--- config.mk ---
export PLATFORM = sky130hd
export DESIGN_NAME = fetch_stage
export DESIGN_NICKNAME = d
export VERILOG_FILES = /design/src/hw/icache_pkg.sv /design/src/hw/fetch_stage.sv
export SDC_FILE = /design/constraint.sdc
export NUM_CORES = 1
export LEC_CHECK = 0
export ABC_CLOCK_PERIOD_IN_PS = 1900
export BUFFER_PORTS_ARGS = -buffer_cell sky130_fd_sc_hd__clkbuf_2
export CORE_AREA = 2 2 125 127
export DETAILED_ROUTE_END_ITERATION = 10
export DIE_AREA = 0 0 127 129
export PLACE_DENSITY = 0.64
export SYNTH_ARGS = -nofsm -noshare
export SYNTH_HDL_FRONTEND = slang
export SYNTH_SLANG_ARGS = --single-unit
--- constraint.sdc ---
create_clock -name clock -period 1.9 [get_ports clock]
set_input_delay 0.19 -clock clock [delete_from_list [all_inputs] [get_ports clock]]
set_output_delay 0.19 -clock clock [all_outputs]
set_load 0.02 [all_outputs]
--- src/hw/icache_pkg.sv ---
`default_nettype none

package icache_pkg;

	// byte address as the fetch stage and the memory bus see it
	typedef logic [63:0] addr_t;

	// one cache block, which is also one fetched instruction word
	typedef logic [63:0] block_t;

	typedef logic [3:0] mem_tag_t; // zero stands for no transaction on either tag port

	// the memory bus knows only loads since the fetch path never writes
	typedef enum logic [1:0] {
		bus_none = 2'd0, // idle cycle, the memory ignores mem_addr
		bus_load = 2'd1  // read one block at mem_addr
	} mem_command_t;

	localparam int block_offset_bits = 3; // eight bytes per block so the pc steps by 8

	// only the low 32 address bits are split into tag, index and offset
	localparam int cached_addr_bits = 32;

	// the tag takes whatever of the low 32 bits the offset and index leave over
	function automatic int tag_bits_for(int index_bits);
		return cached_addr_bits - block_offset_bits - index_bits;
	endfunction

	// clears the offset bits so that an address points at the start of its block
	function automatic addr_t block_align(addr_t addr);
		return {addr[$bits(addr_t)-1:block_offset_bits], {block_offset_bits{1'b0}}};
	endfunction

endpackage

`default_nettype wire
--- src/hw/fetch_stage.sv ---
`default_nettype none

// the fetch stage owns the program counter and hands out one block per hit
module fetch_stage
	import icache_pkg::*;
(
	input wire logic clock,
	input wire logic reset,

	// redirect from later in the pipeline
	input wire logic branch_valid,
	input wire addr_t branch_target,

	// answer from the cache controller for the current fetch_addr
	input wire logic cache_valid,
	input wire block_t cache_data,

	output addr_t fetch_addr, // address the cache is asked for this cycle

	// instruction stream toward decode
	output logic fetch_valid,
	output addr_t fetch_pc,
	output block_t fetch_inst
);

	// distance between two consecutive blocks
	localparam addr_t block_step = addr_t'(1) << block_offset_bits;

	addr_t pc; // address of the block being fetched right now
	addr_t next_pc; // what pc turns into at the coming edge
	logic deliver; // the block at pc goes out this cycle

	// the cache is always looking at the current pc, there is no separate request strobe
	assign fetch_addr = pc;

	// a branch in this cycle kills whatever the cache has for the old path
	assign deliver = cache_valid && !branch_valid;

	assign fetch_valid = deliver;
	assign fetch_pc = pc; // the pc and the data travel together with fetch_valid
	assign fetch_inst = cache_data;

	// branch wins over the sequential step
	always_comb
	begin
		next_pc = pc;
		if (branch_valid)
			next_pc = block_align(branch_target); // targets land on a block boundary
		else if (deliver)
			next_pc = pc + block_step; // move on only once the block was handed out
	end

	// the pc holds while a miss is pending since nothing gets delivered then
	always_ff @(posedge clock)
	begin
		if (reset)
			pc <= '0; // execution starts at address zero
		else
			pc <= next_pc;
	end

endmodule

`default_nettype wire

==> metrics, run 1 <==
status complete, but fails checks; violated checks negative setup slack; total power 0.00401 W; vias in the first global route 4635; DP HPWL 12800 um; number of flops mapped to enable cells by yosys 0; post-route insts no fill 975; vias 5035; met2 usage 33.8%; final period utilization 106%; commonest non-fill, non-tap cells in the layout 187 x clkbuf_2, 127 x buf_4, 67 x nor2_1, 36 x nand2_1, 28 x nand4_1; Worst Max-Slew Pin Slew 0.522 ns; hold crit path type input pin to flop; Max IR drop VDD 0.466 mV; met1 Track Usage GR 23.4%; most common cell after layout, fill and taps aside clkbuf_2; slowest library cell on the worst path or4_1; die area 16400 sq um; CP Capture Type flop; Total GRT Usage 19.9%; Root Driver clkbuf_16; max-cap check violation count 0; unrepaired setup endpoints after global routing yes; Synth top area share 26.1%; Worst Clk Skew 0.00732 ns; Chip Height 129 um; largest net degree at the start of global routing 53; Max Fanout on Critical Path 3; drt first pass iters 6; synth top area cells dfxtp_1 26%, buf_4 21%, nor2_1 5.7%, a211oi_1 4.2%, nand4_1 3.7%; first-pass GRT wire length 25200 um; Filler cells 1531; Power Density 613 nW/um^2; Synth Flop Type dfxtp_1; CTS tree yes; area grow syn2layout 40.1%; GR peak layer met2; Via density 5.16; CTS sink count 61; Row Count 45; Post-CTS Hold Fix Bufs 0; flops & latches, synth 61; Arrival @ worst endpoint 2.27 ns; Fin. Hold Viols 0; final setup margin -0.118 ns; RePlAce Congestion 0.856; post-synthesis cell area 4680 sq um; fin nets 915; CTS max path bufs 2; fraction of registers with async set/reset 0%; pre-CTS setup slack -0.138 ns; most frequent CP cell buf_4; H-tree lvl count 3; # setup viols final 13; IO Count 325; Worst-path clk slew 0.05 ns; layout cells sized above 1 54.9%; CTS Buf Count 9; Routed wire per std cell 17.1 um; Routed Antenna Nets 0; worst skew pair latency 0.34 ns; ant diodes 0; Yosys cell types 46; sum of negative setup slack -0.699 ns; number of antenna violations at the first check in global routing 0; core area 15000 sq um; Seq/Total Area, Yosys 26.1%; Final Core Density 43.8%; Initial Util 31.2%; Avg Cell Area, Syn 7.84 sq um; startpoint type of the worst setup path flop; Rel. slew slack 65.2%; port bufs 187; Post-Syn Instances 597; Largest delay share family, worst path simple AND/OR/NAND/NOR gates; multi-input logic area 2590 sq um; Largest register FFs 61; Final Critical Period 2.02 ns; Post-Route WL 16700 um; worst setup path class flop to flop; Die Width 127 um; synth warn 0; Leakage 2.98 nW; flip-flop and latch area 1330 sq um; cells along the critical path nand4_1 -> buf_4 -> nor4_4 -> buf_4 -> nand2_2 -> or4_1 -> a311oi_1; max-slew violations 0; CP bufs+invs 2; cell taking the most area after synthesis dfxtp_1; Worst path max stage delay 0.39 ns; met3 Resource Use GR 5.32%; placed cells 935; worst path required time 2.15 ns; 1st-iter DRT viols 322; GRT overflow 0; DRC 0; FMAX 496 MHz
==> path summary, 6_finish.rpt <==
path | from | endpoint | slack (ns) | depth (start not counted)
setup / recovery | fetch_addr[28] | fetch_addr[46] | -0.12 | 7
hold / removal | branch_target[5] | fetch_addr[5] | 0.07 | 3
setup reg to reg | fetch_addr[28] | fetch_addr[46] | -0.12 | 7
hold reg to reg | fetch_addr[61] | fetch_addr[61] | 0.58 | 2
==> stage by stage <==
stage,instance area (sq um),hold slack (ns)
floorplan,4880,0.324
global placement,5830,0.380
detailed placement,5830,0.380
CTS,6300,0.0672
global route,6550,0.0739
finish,6550,0.0733
==> per-layer routing <==
| layer | vias to the layer above | share of wire, % |
|---|---|---|
| met5 | - | 0 |
| met4 | 0 | 3.6 |
| met3 | 54 | 7.1 |
| met2 | 231 | 49 |
| met1 | 2358 | 40 |
| li1 | 2392 | - |
==> cells by family after synthesis <==
| group | after synthesis | synth area share (%) |
|---|---|---|
| other | 1 | 0.0802 |
| and+or+nand+nor | 233 | 27.8 |
| AOI/OAI and AO/OA | 93 | 14.8 |
| xor gates and xnor gates | 32 | 5.99 |
| buffers and inverters | 175 | 24.8 |
| muxes | 1 | 0.214 |
| adders and majority gates | 1 | 0.267 |
| DFF | 61 | 26.1 |
==> cell usage after synthesis (5+ instances only) <==
master     number
nand4_2         7
nor4_1         12
and3_1          7
o211ai_1       11
dfxtp_1        61
or3_1           9
nand2_1        38
clkbuf_1       19
nand4_1        28
nand3_1        22
a211oi_1       26
nor2_1         71
or4_1          13
nor3_1          8
o31ai_1         8
a311oi_1       14
xor2_1         20
inv_1          17
a2111oi_0       5
buf_4         131
o21ai_0         6
a21oi_1        13
xnor2_1        12
==> timing repair <==
action,4_1_cts,5_1_grt
buffers inserted,14,10
endpoints found under the setup margin,20,29
endpoints found under the hold margin,0,0
resized for setup,15,35
pin swaps,18,19
==> worst register-to-register path, stage by stage, from the launching register on <==
cell and delay [ns]:
dfxtp_4 0.34, nand4_1 0.18, buf_4 0.20, nor4_4 0.33, buf_4 0.18, nand2_2 0.06
or4_1 0.39, a311oi_1 0.25
==> layout make-up <==
| class | instances | share of cell area, % |
|---|---|---|
| clock buffers | 14 | 4.03 |
| clock inverters | 2 | 0.153 |
| inverters | 17 | 0.974 |
| multi-input cells | 366 | 39.5 |
| flip-flops and latches | 61 | 20.2 |
| well taps | 188 | 3.59 |
| repair buffers | 327 | 31.5 |
==> where the power goes <==
group          internal [W]  switching, W
clock network      0.000950      0.000599
logic              0.000392      0.000618
registers           0.00137     0.0000846
(Power assumes the default switching activity.)
==> run 2: changes to the inputs <==
- ABC_AREA: unset -> 1
- CORE_AREA: 2 2 125 127 -> 2 2 126 128
- DIE_AREA: 0 0 127 129 -> 0 0 128 130
- PLACE_DENSITY: 0.64 -> 0.68
==> run 2 against run 1 <==
Net effect: the flow now finishes without violations; routed wire length increased by 12%; sequential share of layout area decreased by 0.89 points; largest power group unchanged; register-to-register slack improved by 0.26 ns; count of clock-buffer cells in the layout decreased by 3; largest cell class unchanged.
==> metrics, run 2 <==
status completed; FF-to-FF Start fetch_addr[3]; Synth top area share 22.8% (-3.3 points); 1st-iter DRT viols 303 (-5.9%); GRT overflow 0 (unchanged); Worst Max-Slew Pin Slew 0.549 ns (+0.0266 ns); Avg Cell Area, Syn 6.31 sq um (-19%); reg2reg path depth 9 (+2); Largest register FFs 61 (unchanged); hold crit path type input pin to flop; number of flops mapped to enable cells by yosys 0 (unchanged); flip-flop and latch area 1230 sq um (-7.5%); combinational family with the most area after synthesis simple AND/OR/NAND/NOR gates; Post-Syn Instances 849 (+42%); synth top area cells dfxtp_1 23%, buf_4 18%, nand2_1 18%, nor2_1 7.1%, a22oi_1 6.0%; max-cap check violation count 0 (unchanged); RePlAce Congestion 0.967 (+13%); final setup margin 0.141 ns (+0.259 ns); drt first pass iters 5 (-1); final period utilization 92.6% (-14 points); worst r2r dst fetch_addr[19]; first-pass GRT wire length 28700 um (+14%); Rel. slew slack 63.4% (-1.8 points); fin nets 1095 (+20%); Placed Area 5980 sq um (+2.5%); sum of negative setup slack 0 ns (+0.699 ns); Post-Synth Simple-Gate Area 34.5% (+6.7 points); IO Count 325 (unchanged); flops & latches, synth 61 (unchanged); R2R setup slack 0.14 ns (+0.26 ns); CTS tree yes; Final Critical Period 1.76 ns (-0.259 ns); multi-input logic area 2950 sq um (+14%); post-synthesis cell area 5360 sq um (+15%); xor/xnor cell area share of the yosys netlist 5.23% (-0.76 points); DRC 0 (unchanged); Fin. Hold Viols 0 (unchanged); largest net degree at the start of global routing 38 (-28%); CTS max path bufs 2 (unchanged); startpoint type of the worst setup path flop; compound-cell area share of the yosys netlist 13.7% (-1.1 points); Row Count 46 (+2.2%); Final Core Density 41.1% (-2.6 points); FMAX 568 MHz (+15%); core area 15400 sq um (+3.0%); DP HPWL 15600 um (+22%); CP Capture Type flop; Yosys cell types 27 (-41%); synth warn 0 (unchanged); cell taking the most area after synthesis dfxtp_1; Post-Route WL 18700 um (+12%); Die Width 128 um (+0.79%); max-slew violations 0 (unchanged); Worst setup endpoint fetch_addr[19]; Initial Util 34.8% (+3.5 points); Arrival @ worst endpoint 2.02 ns (-0.25 ns); Total GRT Usage 22.7% (+2.8 points); pre-CTS setup slack 0.0628 ns (+0.201 ns); Finished Cell Area 6340 sq um (-3.2%); Worst Clk Skew 0.00686 ns (-0.000452 ns); CP Launch Point fetch_addr[3]; die area 16600 sq um (+1.6%); most common cell after layout, fill and taps aside nand2_1; Worst-path clk slew 0.06 ns (about the same); most common cell in the netlist nand2_1; Routed Antenna Nets 0 (unchanged); final hold slack 0.0981 ns (+0.0248 ns); Routed wire per std cell 16.1 um (-6.0%); # setup viols final 0 (-13); Via density 4.81 (-7.0%); post-synthesis adder-cell area fraction 0.233% (-0.034 points); Leakage 2.71 nW (-9.1%); Chip Height 130 um (+0.78%); Max Fanout on Critical Path 5 (+2); H-tree lvl count 3 (unchanged); CTS Buf Count 9 (unchanged); worst skew pair latency 0.35 ns (about the same); area grow syn2layout 18.3%; Synth Flop Type dfxtp_1; Root Driver clkbuf_16; Filler cells 1715 (+12%); ant diodes 0 (unchanged); unrepaired setup endpoints after global routing yes; worst setup path class flop to flop; CTS sink count 61 (unchanged); worst path required time 2.16 ns (about the same); vias 5569 (+11%); port bufs 187 (unchanged); layout cells sized above 1 32.8% (-22 points); mux cell area share after synthesis 0% (-0.21 points); Max IR drop VDD 0.379 mV (-19%); fraction of registers with async set/reset 0% (unchanged); Synth top cells by count 255 x nand2_1, 132 x buf_4, 102 x nor2_1; vias in the first global route 5357 (+16%); Power Density 623 nW/um^2 (+1.6%); Seq/Total Area, Yosys 22.8% (-3.3 points); number of antenna violations at the first check in global routing 0 (unchanged); commonest non-fill, non-tap cells in the layout 254 x nand2_1, 187 x clkbuf_2, 96 x nor2_1, 64 x buf_4, 57 x dfxtp_1
## run 2: per-stage QoR
stage / std cells / total power (W)
finish: 1159 / 0.00395
global route: 1159 / 0.00413
CTS: 1156 / 0.00398
detailed placement: 1140 / 0.00232
global placement: 1140 / 0.00232
floorplan: 854 / 0.00224
## run 2: worst min-delay path by stage
stage	from	to	slack, ns	depth (start not counted)
CTS	branch_target[6]	fetch_addr[6]	0.09	3
detailed placement	cache_data[0]	fetch_inst[0]	0.38	0
global route	branch_target[20]	fetch_addr[20]	0.11	3
floorplan	branch_target[11]	fetch_addr[11]	0.36	2
finish	branch_target[11]	fetch_addr[11]	0.1	3
global placement	cache_data[0]	fetch_inst[0]	0.38	0
## run 2: timing repair
item | CTS | global route
hold buffers | 0 | 0
endpoints found under the setup margin | 0 | 23
gates resized for setup | 0 | 15
buffers inserted | 0 | 3
## run 2: layout make-up
cell class,instances,share of cell area (%)
multi-input combinational,591,46.6
timing repair buffer,253,23.0
sequential,61,19.3
clock buffer,11,3.83
tap,192,3.79
inverter,46,2.72
clock inverter,5,0.789
## run 2: worst max-delay path, stage by stage, from the launching register on
cell and delay, ns:
dfxtp_1 0.38, ha_2 0.23, nand2_1 0.09, nor2_4 0.14
nand2_2 0.16, nor2_4 0.18, buf_4 0.15, xor2_1 0.14
nand2_1 0.06, a31oi_1 0.14
## run 2: kinds of logic (layout without fill, tap and decap cells)
logic type | count (synthesis) | count (layout)
AND/OR/NAND/NOR | 433 | 433
buffers and inverters | 202 | 315
AO/OA/AOI/OAI | 119 | 119
flip-flops | 61 | 61
XOR/XNOR | 32 | 32
adder cells (fa/ha/maj) | 1 | 1
other | 1 | 6
## run 2: report_power, final
group          switching (W)  internal, W
sequential          0.000109      0.00136
clock               0.000617      0.00104
combinational       0.000505     0.000318
## run 2: routing by layer
metal	vias up	track usage, %	routed length [um]
met1	2511	27.9	8090
met5	-	0	0
met4	0	8.73	536
met3	45	4.43	1060
met2	186	39.4	8960
li1	2827	-	-
