===== src/hw/icache_pkg.sv =====
`default_nettype none

package icache_pkg;

	// byte address as the fetch stage and the memory bus see it
	typedef logic [63:0] addr_t;

	// one cache block, which is also one fetched instruction word
	typedef logic [63:0] block_t;

	typedef logic [3:0] mem_tag_t; // zero stands for no transaction on either tag port

	// the memory bus knows only loads since the fetch path never writes
	typedef enum logic [1:0] {
		bus_none = 2'd0, // idle cycle, the memory ignores mem_addr
		bus_load = 2'd1  // read one block at mem_addr
	} mem_command_t;

	localparam int block_offset_bits = 3; // eight bytes per block so the pc steps by 8

	// only the low 32 address bits are split into tag, index and offset
	localparam int cached_addr_bits = 32;

	// the tag takes whatever of the low 32 bits the offset and index leave over
	function automatic int tag_bits_for(int index_bits);
		return cached_addr_bits - block_offset_bits - index_bits;
	endfunction

	// clears the offset bits so that an address points at the start of its block
	function automatic addr_t block_align(addr_t addr);
		return {addr[$bits(addr_t)-1:block_offset_bits], {block_offset_bits{1'b0}}};
	endfunction

endpackage

`default_nettype wire

===== src/hw/icache_controller.sv =====
`default_nettype none

// decides hit or miss for the fetch address and runs one miss at a time on the memory bus
module icache_controller
	import icache_pkg::*;
#(
	parameter int index_bits = 7,
	localparam int tag_bits = tag_bits_for(index_bits)
)
(
	input wire logic clock,
	input wire logic reset,

	// fetch stage side
	input wire addr_t fetch_addr,
	output logic cache_valid,
	output block_t cache_data,

	// read port of the array
	output logic [index_bits-1:0] read_index,
	input wire logic line_valid,
	input wire logic [tag_bits-1:0] line_tag,
	input wire block_t line_data,

	// write port of the array
	output logic fill_enable,
	output logic [index_bits-1:0] fill_index,
	output logic [tag_bits-1:0] fill_tag,
	output block_t fill_data,

	// tagged split transaction memory
	output mem_command_t mem_command,
	output addr_t mem_addr,
	input wire mem_tag_t mem_response,
	input wire block_t mem_data,
	input wire mem_tag_t mem_data_tag
);

	logic [index_bits-1:0] current_index; // line selected by the fetch address
	logic [tag_bits-1:0] current_tag;
	logic [index_bits-1:0] last_index; // fetch address of the previous cycle
	logic [tag_bits-1:0] last_tag;
	mem_tag_t awaited_tag; // transaction id of the load whose data we still want
	logic miss_outstanding; // a miss exists that the memory has not accepted yet
	logic changed_addr;
	logic hit;
	logic data_match;
	logic update_awaited;
	logic unanswered_miss;

	// bits 31 down to 3 form the tag and the index, everything above is not looked at
	assign {current_tag, current_index} = fetch_addr[cached_addr_bits-1:block_offset_bits];
	assign read_index = current_index;

	// a new address appears after every delivery and after every branch
	assign changed_addr = (current_index != last_index) || (current_tag != last_tag);

	assign hit = line_valid && (line_tag == current_tag);
	assign cache_valid = hit; // the array answers in the same cycle
	assign cache_data = line_data;

	// the load always asks for the whole block holding fetch_addr
	assign mem_addr = block_align(fetch_addr);

	// the request starts one cycle after the miss is seen and stays up until accepted
	// it drops at once if the fetch stage has moved on to some other address
	assign mem_command = (miss_outstanding && !changed_addr) ? bus_load : bus_none;

	// zero never names a real transaction so an idle data tag cannot match it
	assign data_match = (mem_data_tag == awaited_tag) && (awaited_tag != '0);

	// the fill goes to the line of the current address, which is only the missed
	// address while that address has not changed
	assign fill_enable = data_match && !changed_addr;
	assign fill_index = current_index;
	assign fill_tag = current_tag;
	assign fill_data = mem_data; // the block is written exactly as the memory returns it

	// the awaited tag is reloaded while the request waits, when the data is consumed and
	// whenever the address moves, so a stale transaction is forgotten
	assign update_awaited = changed_addr || miss_outstanding || data_match;

	// on a new address a miss starts if the line is absent, otherwise the miss lasts
	// until the memory gives a nonzero response
	assign unanswered_miss = changed_addr ? !hit : (miss_outstanding && (mem_response == '0));

	always_ff @(posedge clock)
	begin
		if (reset)
		begin
			last_index <= '1; // makes the first address after reset count as new
			last_tag <= '1;
			awaited_tag <= '0;
			miss_outstanding <= 1'b0;
		end
		else
		begin
			last_index <= current_index;
			last_tag <= current_tag;
			miss_outstanding <= unanswered_miss;
			if (update_awaited)
				awaited_tag <= mem_response; // zero except in the cycle of acceptance
		end
	end

endmodule

`default_nettype wire


===== config.mk =====
export PLATFORM = sky130hd
export DESIGN_NAME = icache_controller
export DESIGN_NICKNAME = d
export VERILOG_FILES = /design/src/hw/icache_pkg.sv /design/src/hw/icache_controller.sv
export SDC_FILE = /design/constraint.sdc
export NUM_CORES = 1
export LEC_CHECK = 0
export BUFFER_PORTS_ARGS = -buffer_cell sky130_fd_sc_hd__buf_2
export CORE_AREA = 5 5 176 178
export DETAILED_ROUTE_END_ITERATION = 10
export DIE_AREA = 0 0 181 183
export PLACE_DENSITY = 0.36
export SLEW_MARGIN = 25
export SYNTH_ARGS = -nofsm -noshare
export SYNTH_HDL_FRONTEND = slang
export SYNTH_SLANG_ARGS = --single-unit

===== constraint.sdc =====
create_clock -name clock -period 1.6 [get_ports clock]
set_input_delay 0.32 -clock clock [delete_from_list [all_inputs] [get_ports clock]]
set_output_delay 0.32 -clock clock [all_outputs]
set_load 0.05 [all_outputs]

==> run_results.csv, run 1 <==
group,metric,value,unit
power_and_ir_drop,switching_power,1090,uW
placed_design,dp_hpwl,11.1,mm
worst_hold_path,hp-start,"fetch_addr[8]",
clocking,clk_latency,0.29,ns
synth,synthDistinctLibCells,30,
route,via_per_inst,2.85,
synth,synth.most_common_cell,"buf_4",
power_and_ir_drop,power_frac_comb,34.0,%
worst_setup_path,crit_path_end_kind,"output port",
synth,synth_flop_cell,"dfxtp_1",
worst_setup_path,worstPathArrival,1.83,ns
synth,synth_top_cell_by_area,"buf_4",
die,row_count,63,
run_status,status,"finished with violations",
global_route,grt_overflow,0,
global_route,grt_pass1_wl,16.8,mm
route,dr.pass1.iters,4,
die,dieArea,33100,sq um
clocking,htree_num_levels,2,
placed_design,place_area,3450,sq um
route,wl_per_cell,16.7,microns
route,drc,0,
synth,synth_top_area_share,48.6,%
clocking,cts_buffers,5,
synth,syn_area_per_cell,8.74,sq um
synth,synth_area,3540,sq um
flow_run,drv_cap,0,
cells_and_area,fin_area,3880,sq um
synth,synth_area_leaders,"buf_4 (49%), dfxtp_1 (19%), xor2_1 (11%)",
clocking,cts.sinks,34,
worst_setup_path,crit_type,"reg -> out",
cells_and_area,fillers,3352,
route,ant_nets,0,
cells_and_area,final_net_count,598,
sta,timing.hold.ws,0.281,ns
power_and_ir_drop,ir_drop,310,uV
clocking,cts_root_buf,"clkbuf_16",
route,first_iter_violations,32,
cells_and_area,n_antenna_cell,0,
sta,post-route-period-util,134,%
synth,synth_edf_count,0,
power_and_ir_drop,clockPowerShare,35.0,%
global_route,grt_max_degree,39,
power_and_ir_drop,power_frac_seq,31.0,%
route,vias,2179,
worst_setup_path,crit_family,"simple AND/OR/NAND/NOR gates",
sta,hold_viol,0,
placed_design,dp_slack,-0.562,ns
die,core-area,29200,sq um
die,start_util,12.1,%
worst_setup_path,start_kind,"flop",
global_route,antenna_found_initial,0,
synth,yosysSeqAreaShare,19.2,%
worst_setup_path,critPathSlowestCell,"dfxtp_2",
route,routed_wl,12.8,mm
worst_setup_path,crit_fanout,3,
sta,rsz0062_at_grt,"true",
power_and_ir_drop,switching_share,36.7,%
synth,yosys-top-cells-count,"buf_4 (229), xor2_1 (45), dfxtp_1 (34), or2_2 (29)",
global_route,grt_pass1_vias,2354,
sta,drv_slew,0,
clocking,cts_buffer_depth,2,
worst_setup_path,cpPeakStageDelay,0.32,ns
clocking,cts.clk_slew.worst_paths,0.06,ns
synth,synth_seq_cells,34,
placed_design,gp_congestion,0.654,
die,pin_count,457,
sta,clock_skew,0.00407,ns
die,dieWidth,181,microns
sta,fin_ws,-0.550,ns
sta,fin_crit,2.15,ns
worst_setup_path,cp.required,1.28,ns
worst_setup_path,path_buf_inv,2,
global_route,track_usage,7.28,%
power_and_ir_drop,power_leakage,0.00163,uW
cells_and_area,layout-drive-gt1-share,73.3,%
worst_hold_path,hold_path.class,"in -> reg",
sta,finalSetupViolations,8,
worst_setup_path,reg2reg_from,"last_tag[19]",
sta,fmaxAchievable,465,MHz
clocking,tritoncts,"built",
die,dieHeight,183,microns
power_and_ir_drop,internal_power,1870,uW
synth,yosysWarnings,0,
worst_setup_path,cp_cell_sequence,"xor2_2, nor4_4, buf_4, and4_4, and3_4, buf_12",
power_and_ir_drop,power_density,762,nW/um^2
worst_setup_path,reg2reg_slack,-0.39,ns
synth,synthCells,405,
run_status,violations,"negative setup slack",
worst_setup_path,startpoint,"last_tag[19]",
synth,ys_async_sr_fraction,0,%
placed_design,io_buffers,129,
cells_and_area,syn2layout_area_growth,9.65,%
## logic make-up after synthesis
kind of cell              share of synthesized area, %
and+or+nand+nor                                   15.6
AOI/OAI and AO/OA                                 1.20
DFF                                               19.2
buffers and inverters                             49.0
other                                            0.106
muxes                                             1.13
xor gates and xnor gates                          13.8
## what timing repair did
action / in CTS / in global routing
resized for setup: 24 / 17
pin swaps: 10 / 15
hold buffers: 0 / 0
setup endpoints to repair: 8 / 8
buffers inserted: 2 / 5
cloned: 0 / 0
## power by group through the flow
| stage | combinational (uW) | clock, uW | sequential [uW] |
|---|---|---|---|
| 2_1_floorplan | 1750 | 0 | 931 |
| 3_3_place_gp | 969 | 0 | 932 |
| 3_5_place_dp | 967 | 0 | 933 |
| 4_1_cts | 1010 | 1120 | 915 |
| 5_1_grt | 1080 | 1150 | 921 |
| 6_report | 1010 | 1040 | 916 |
## layout by cell type, fill, tap and decap left out, types with 2 or more instances in the layout
cell / netlist / routed
xor2_1: 45 / 34
nand2_1: 3 / 3
mux2i_1: 4 / 4
or2b_2: 7 / 7
buf_12: 0 / 4
buf_4: 229 / 57
clkbuf_16: 0 / 5
xnor2_1: 7 / 5
and4_4: 0 / 2
buf_2: 0 / 121
and4_1: 3 / 2
buf_6: 0 / 8
xor2_2: 2 / 10
conb_1: 1 / 4
dfxtp_1: 34 / 29
nor3_2: 0 / 2
nor3_1: 6 / 3
dfxtp_2: 0 / 5
xor2_4: 0 / 3
nor4_4: 2 / 3
nand4_1: 3 / 3
nor4_2: 4 / 4
or2_2: 29 / 29
and3_4: 0 / 2
xnor2_2: 0 / 2
nor4_1: 6 / 5
## worst paths after layout
check                           to  cells past startpoint
hold / removal       last_index[5]                      2
setup reg to reg    awaited_tag[3]                      9
setup / recovery    mem_command[0]                      6
hold reg to reg   miss_outstanding                      2
## sequential cells by signal, summed over array words and instances, names as in the netlist
register and count:
awaited_tag 4, last_tag 22, miss_outstanding 1, last_index 7
## routing by layer
metal	GRT usage, %	wire, microns	share of wire, %
met2	11.9	5950	47
met4	6.27	1150	9.0
met1	6.46	3890	30
met5	0	0	0
met3	4.17	1800	14
## metrics by stage
step                      std cells  power [uW]  utilization, %  setup TNS [ns]
after floorplan                 408        2680               -          -0.244
after global routing            764        3150            13.3           -3.97
after CTS                       759        3050            12.9           -3.54
after global placement          749        1900            11.8           -3.99
after detailed placement        749        1900            11.8           -4.04
final                           764        2960            13.3           -3.01
## final cells by class
class | instances | area (sq um) | share of cell area, %
timing repair buffer | 191 | 1220 | 31.4
clock inverter | 2 | 12.5 | 0.322
clock buffer | 6 | 139 | 3.58
multi-input combinational | 141 | 1340 | 34.4
sequential | 34 | 687 | 17.7
tap | 390 | 488 | 12.6
No activity file was read; power rests on OpenSTA's default activity.
==> run 2: changes to the inputs <==
- PLACE_DENSITY: 0.36 -> unset
==> run_results.csv, run 2 (same netlist as run 1, synthesis figures left out) <==
group,metric,value,unit
route,drc,0,
worst_setup_path,worstPathArrival,1.81,ns
power_and_ir_drop,internal_power,1880,uW
sta,post-route-period-util,133,%
route,wl_per_cell,17.2,microns
placed_design,gp_congestion,0.699,
power_and_ir_drop,ir_drop,343,uV
worst_hold_path,hold_path.class,"in -> reg",
cells_and_area,regMostFlops,"last_tag",
power_and_ir_drop,power_frac_comb,34.6,%
sta,fin_crit,2.13,ns
route,vias,2177,
cells_and_area,fin_util,13.5,%
route,via_per_inst,2.90,
route,dr.pass1.iters,3,
worst_setup_path,crit_fanout,3,
sta,hold_viol,0,
cells_and_area,top_regs,"last_tag x22, last_index x7, awaited_tag x4",
cells_and_area,final_common_cell,"buf_2",
die,dieHeight,183,microns
sta,worstMarginPinSlew,0.654,ns
run_status,violations,"negative setup slack",
cells_and_area,layout_common_cells,"buf_2 (116), buf_4 (48), xor2_1 (34)",
global_route,grt_util_met1,6.15,%
clocking,clk_latency,0.28,ns
global_route,track_usage,7.29,%
clocking,cts_hold_buffers,0,
power_and_ir_drop,clockPowerShare,34.6,%
placed_design,io_buffers,129,
clocking,htree_num_levels,2,
global_route,top_usage_layer,"met2",
global_route,grt_overflow,0,
power_and_ir_drop,switching_share,36.6,%
flow_run,drv_cap,0,
power_and_ir_drop,switching_power,1090,uW
clocking,cts.sinks,34,
global_route,use_met3,4.28,%
worst_setup_path,cp.required,1.28,ns
sta,fmaxAchievable,469,MHz
worst_setup_path,start_kind,"flop",
sta,clock_skew,0.00472,ns
sta,finalSetupViolations,8,
sta,setup-tns-final,-2.01,ns
sta,drv_slew,0,
sta,fin_ws,-0.533,ns
global_route,grt_pass1_vias,2232,
power_and_ir_drop,power_leakage,0.00162,uW
cells_and_area,syn2layout_area_growth,11.4,%
global_route,grt_pass1_wl,16.7,mm
run_status,status,"finished with violations",
global_route,antenna_found_initial,0,
sta,max_slew_margin,56.4,%
clocking,cts_buffer_depth,2,
clocking,cts_buffers,5,
worst_setup_path,crit_path_end_kind,"output port",
cells_and_area,layout-drive-gt1-share,73.6,%
clocking,tritoncts,"built",
sta,rsz0062_at_grt,"true",
route,routed_wl,12.9,mm
die,dieArea,33100,sq um
clocking,cts_root_buf,"clkbuf_16",
route,ant_nets,0,
die,core-area,29200,sq um
clocking,cts.clk_slew.worst_paths,0.06,ns
die,row_count,63,
power_and_ir_drop,power_density,754,nW/um^2
cells_and_area,final_net_count,584,
worst_setup_path,crit_type,"reg -> out",
route,first_iter_violations,26,
die,pin_count,457,
global_route,grt_use_met2,12.2,%
placed_design,dp_hpwl,11.2,mm
global_route,grt_max_degree,39,
cells_and_area,largest_register_ffs,22,
die,start_util,12.1,%
die,dieWidth,181,microns
power_and_ir_drop,power_frac_seq,30.8,%
==> run 2: changes by cell type in the layout (fill, tap and decap cells not counted), moves of 3 or more <==
cell     delta
xnor2_1     -5
buf_4       -9
xnor2_2     +3
xor2_2      -6
xor2_4      +6
buf_2       -5
==> run 2: layer usage <==
metal	share of wire, %	vias to the layer above
met5	0	-
met4	9.5	0
met3	15	101
met2	47	195
met1	28	933
li1	-	948
==> run 2: final timing paths <==
path                            to  slack, ns  depth (start not counted)             start
hold reg to reg   miss_outstanding       0.55                          2  miss_outstanding
setup reg to reg    awaited_tag[2]      -0.18                          8      last_tag[15]
setup / recovery       fill_enable      -0.53                          6      last_tag[17]
hold / removal        last_tag[14]       0.26                          2    fetch_addr[24]
==> run 2: power by group through the flow <==
stage | sequential (uW) | clock, uW | combinational [uW]
floorplan | 931 | 0 | 1750
global placement | 932 | 0 | 926
detailed placement | 935 | 0 | 929
CTS | 915 | 1100 | 1020
global route | 920 | 1120 | 1100
finish | 916 | 1030 | 1030
==> run 2: cell type report <==
cell class | count | area (sq um)
diodes | 1 | 2.50
clock buffers | 6 | 139
clock inverters | 2 | 12.5
fillers | 3308 | 25300
multi-input cells | 141 | 1490
flip-flops and latches | 34 | 684
well taps | 390 | 488
repair buffers | 177 | 1130
==> run 2: critical path, stage by stage, from the launching register on <==
cell	delay [ns]
dfxtp_1	0.31
xor2_1	0.17
nor4_2	0.31
buf_4	0.18
and4_4	0.22
and3_4	0.20
buf_12	0.13
==> run 2: stage by stage <==
step	area [sq um]	total power (uW)	hold slack [ns]	std cells	worst slack [ns]
floorplan	3580	2680	0.427	408	-0.138
finish	3940	2970	0.255	751	-0.533
detailed placement	3350	1860	0.543	737	-0.488
CTS	3810	3040	0.272	748	-0.601
global placement	3350	1860	0.521	737	-0.493
global route	3940	3140	0.257	750	-0.624
==> run 2: timing repair <==
item,CTS,global route
buffers inserted,5,2
endpoints found under the setup margin,8,8
gates resized for setup,46,20
pin swaps,19,7
==> run 3: changes to the inputs <==
- CORE_AREA: 5 5 176 178 -> 2 2 180 182
- DIE_AREA: 0 0 181 183 -> 0 0 182 184
- RECOVER_POWER: unset -> 100
- clock period: 1.6 -> 1.97 ns (I/O delays scaled with it)
==> run_results.csv, run 3 (same netlist as run 1, synthesis figures left out) <==
group,metric,value,unit
sta,hold_viol,0,
global_route,antenna_found_initial,1,
worst_setup_path,path_buf_inv,2,
flow_run,drv_cap,0,
cells_and_area,largest_register_ffs,22,
cells_and_area,final_common_cell,"clkbuf_1",
sta,post-route-period-util,111,%
placed_design,io_buffers,129,
route,topRoutingLayerUsed,"met4",
sta,finalSetupViolations,3,
cells_and_area,syn2layout_area_growth,3.04,%
power_and_ir_drop,power_frac_comb,32.6,%
sta,fmaxAchievable,459,MHz
worst_setup_path,start_kind,"flop",
sta,worstMarginPinSlew,0.756,ns
worst_setup_path,cp_cell_sequence,"xor2_2, nor4_2, buf_4, and4_4, and3_4, buf_12",
global_route,grt_overflow,0,
sta,fin_crit,2.18,ns
route,wl_per_cell,15.5,microns
clocking,clk_latency,0.29,ns
sta,setup-tns-final,-0.472,ns
worst_setup_path,critPathSlowestCell,"dfxtp_2",
sta,max_slew_margin,49.6,%
die,row_count,65,
cells_and_area,final-seq-area,689,sq um
power_and_ir_drop,power_frac_seq,31.9,%
cells_and_area,n_antenna_cell,0,
die,dieWidth,182,microns
die,dieHeight,184,microns
cells_and_area,top_regs,"last_tag x22, last_index x7, awaited_tag x4",
clocking,cts_root_buf,"clkbuf_16",
power_and_ir_drop,power_density,641,nW/um^2
global_route,grt_pass1_vias,2117,
clocking,cts.clk_slew.worst_paths,0.06,ns
route,first_iter_violations,24,
clocking,htree_num_levels,2,
clocking,tritoncts,"built",
clocking,cts.sinks,34,
worst_setup_path,crit_path_end_kind,"output port",
sta,rsz0062_at_grt,"true",
power_and_ir_drop,clockPowerShare,35.5,%
die,start_util,11.3,%
route,routed_wl,11.8,mm
clocking,cts_buffer_depth,2,
power_and_ir_drop,internal_power,1480,uW
cells_and_area,layout-drive-gt1-share,52.7,%
worst_setup_path,crit_fanout,3,
sta,timing.hold.ws,0.367,ns
worst_setup_path,worstPathArrival,1.79,ns
cells_and_area,fillers,3660,
route,drc,0,
run_status,status,"finished with violations",
cells_and_area,final_net_count,588,
run_status,violations,"negative setup slack",
route,via_per_inst,2.84,
route,vias,2175,
global_route,grt_max_degree,39,
die,dieArea,33500,sq um
power_and_ir_drop,switching_share,36.5,%
global_route,track_usage,6.72,%
route,wl_met3,1.76,mm
worst_setup_path,cpPeakStageDelay,0.32,ns
worst_hold_path,hold_path.class,"in -> reg",
sta,fin_ws,-0.211,ns
route,drt-met1-wl,3.51,mm
sta,clock_skew,0.00590,ns
worst_setup_path,crit_type,"reg -> out",
cells_and_area,layout_common_cells,"clkbuf_1 (66), buf_2 (54), buf_4 (51)",
route,dr.pass1.iters,3,
power_and_ir_drop,switching_power,853,uW
route,ant_nets,0,
worst_setup_path,crit_family,"simple AND/OR/NAND/NOR gates",
clocking,cts_hold_buffers,0,
power_and_ir_drop,power_leakage,0.00137,uW
sta,drv_slew,0,
clocking,cts_buffers,5,
cells_and_area,multi_input_area,1260,sq um
die,pin_count,457,
power_and_ir_drop,ir_drop,230,uV
global_route,grt_pass1_wl,15.2,mm
route,met2_length,5.53,mm
placed_design,gp_congestion,0.683,
die,core-area,31400,sq um
placed_design,dp_hpwl,10.1,mm
cells_and_area,regMostFlops,"last_tag",
worst_setup_path,cp.required,1.58,ns
run 3: routing by layer:
| layer | track usage, % | vias to the layer above |
|---|---|---|
| li1 | - | 963 |
| met1 | 5.69 | 904 |
| met2 | 10.9 | 213 |
| met3 | 3.70 | 95 |
| met4 | 6.97 | 0 |
| met5 | 0 | - |
run 3: through the flow:
step / utilization, % / power (uW) / cells / instance area, sq um / worst slack, ns
finish: 11.6 / 2340 / 766 / 3650 / -0.211
global route: 11.6 / 2480 / 766 / 3650 / -0.282
CTS: 11.8 / 2430 / 766 / 3690 / -0.283
detailed placement: 10.8 / 1520 / 756 / 3410 / -0.236
global placement: 10.8 / 1520 / 756 / 3410 / -0.225
floorplan: - / 2170 / 408 / 3560 / -0.0125
run 3: path summary, 6_finish.rpt:
path,startpoint,endpoint,slack [ns],depth (start not counted)
max reg2reg,last_tag[21],awaited_tag[3],0.13,8
min,fetch_addr[24],last_tag[14],0.37,2
min reg2reg,miss_outstanding,miss_outstanding,0.54,2
max,last_tag[21],mem_command[0],-0.21,6
run 3: repair_timing:
| action | CTS | global route |
|---|---|---|
| pin swaps | 13 | 10 |
| cloned | 0 | 0 |
| resized for setup | 24 | 10 |
| setup endpoints to repair | 3 | 3 |
| buffers inserted | 2 | 0 |
run 3: area by class of cell:
class                   instances  share of cell area [%]
well taps                     402                    13.8
multi-input cells             141                    34.6
clock buffers                   7                    3.91
flip-flops and latches         34                    18.9
clock inverters                 1                   0.137
repair buffers                181                    28.6
run 3: power groups by stage:
stage | Sequential, uW | Combinational [uW] | Clock (uW)
floorplan | 756 | 1420 | 0
global placement | 757 | 764 | 0
detailed placement | 758 | 766 | 0
CTS | 743 | 799 | 893
global route | 749 | 822 | 910
finish | 745 | 762 | 830
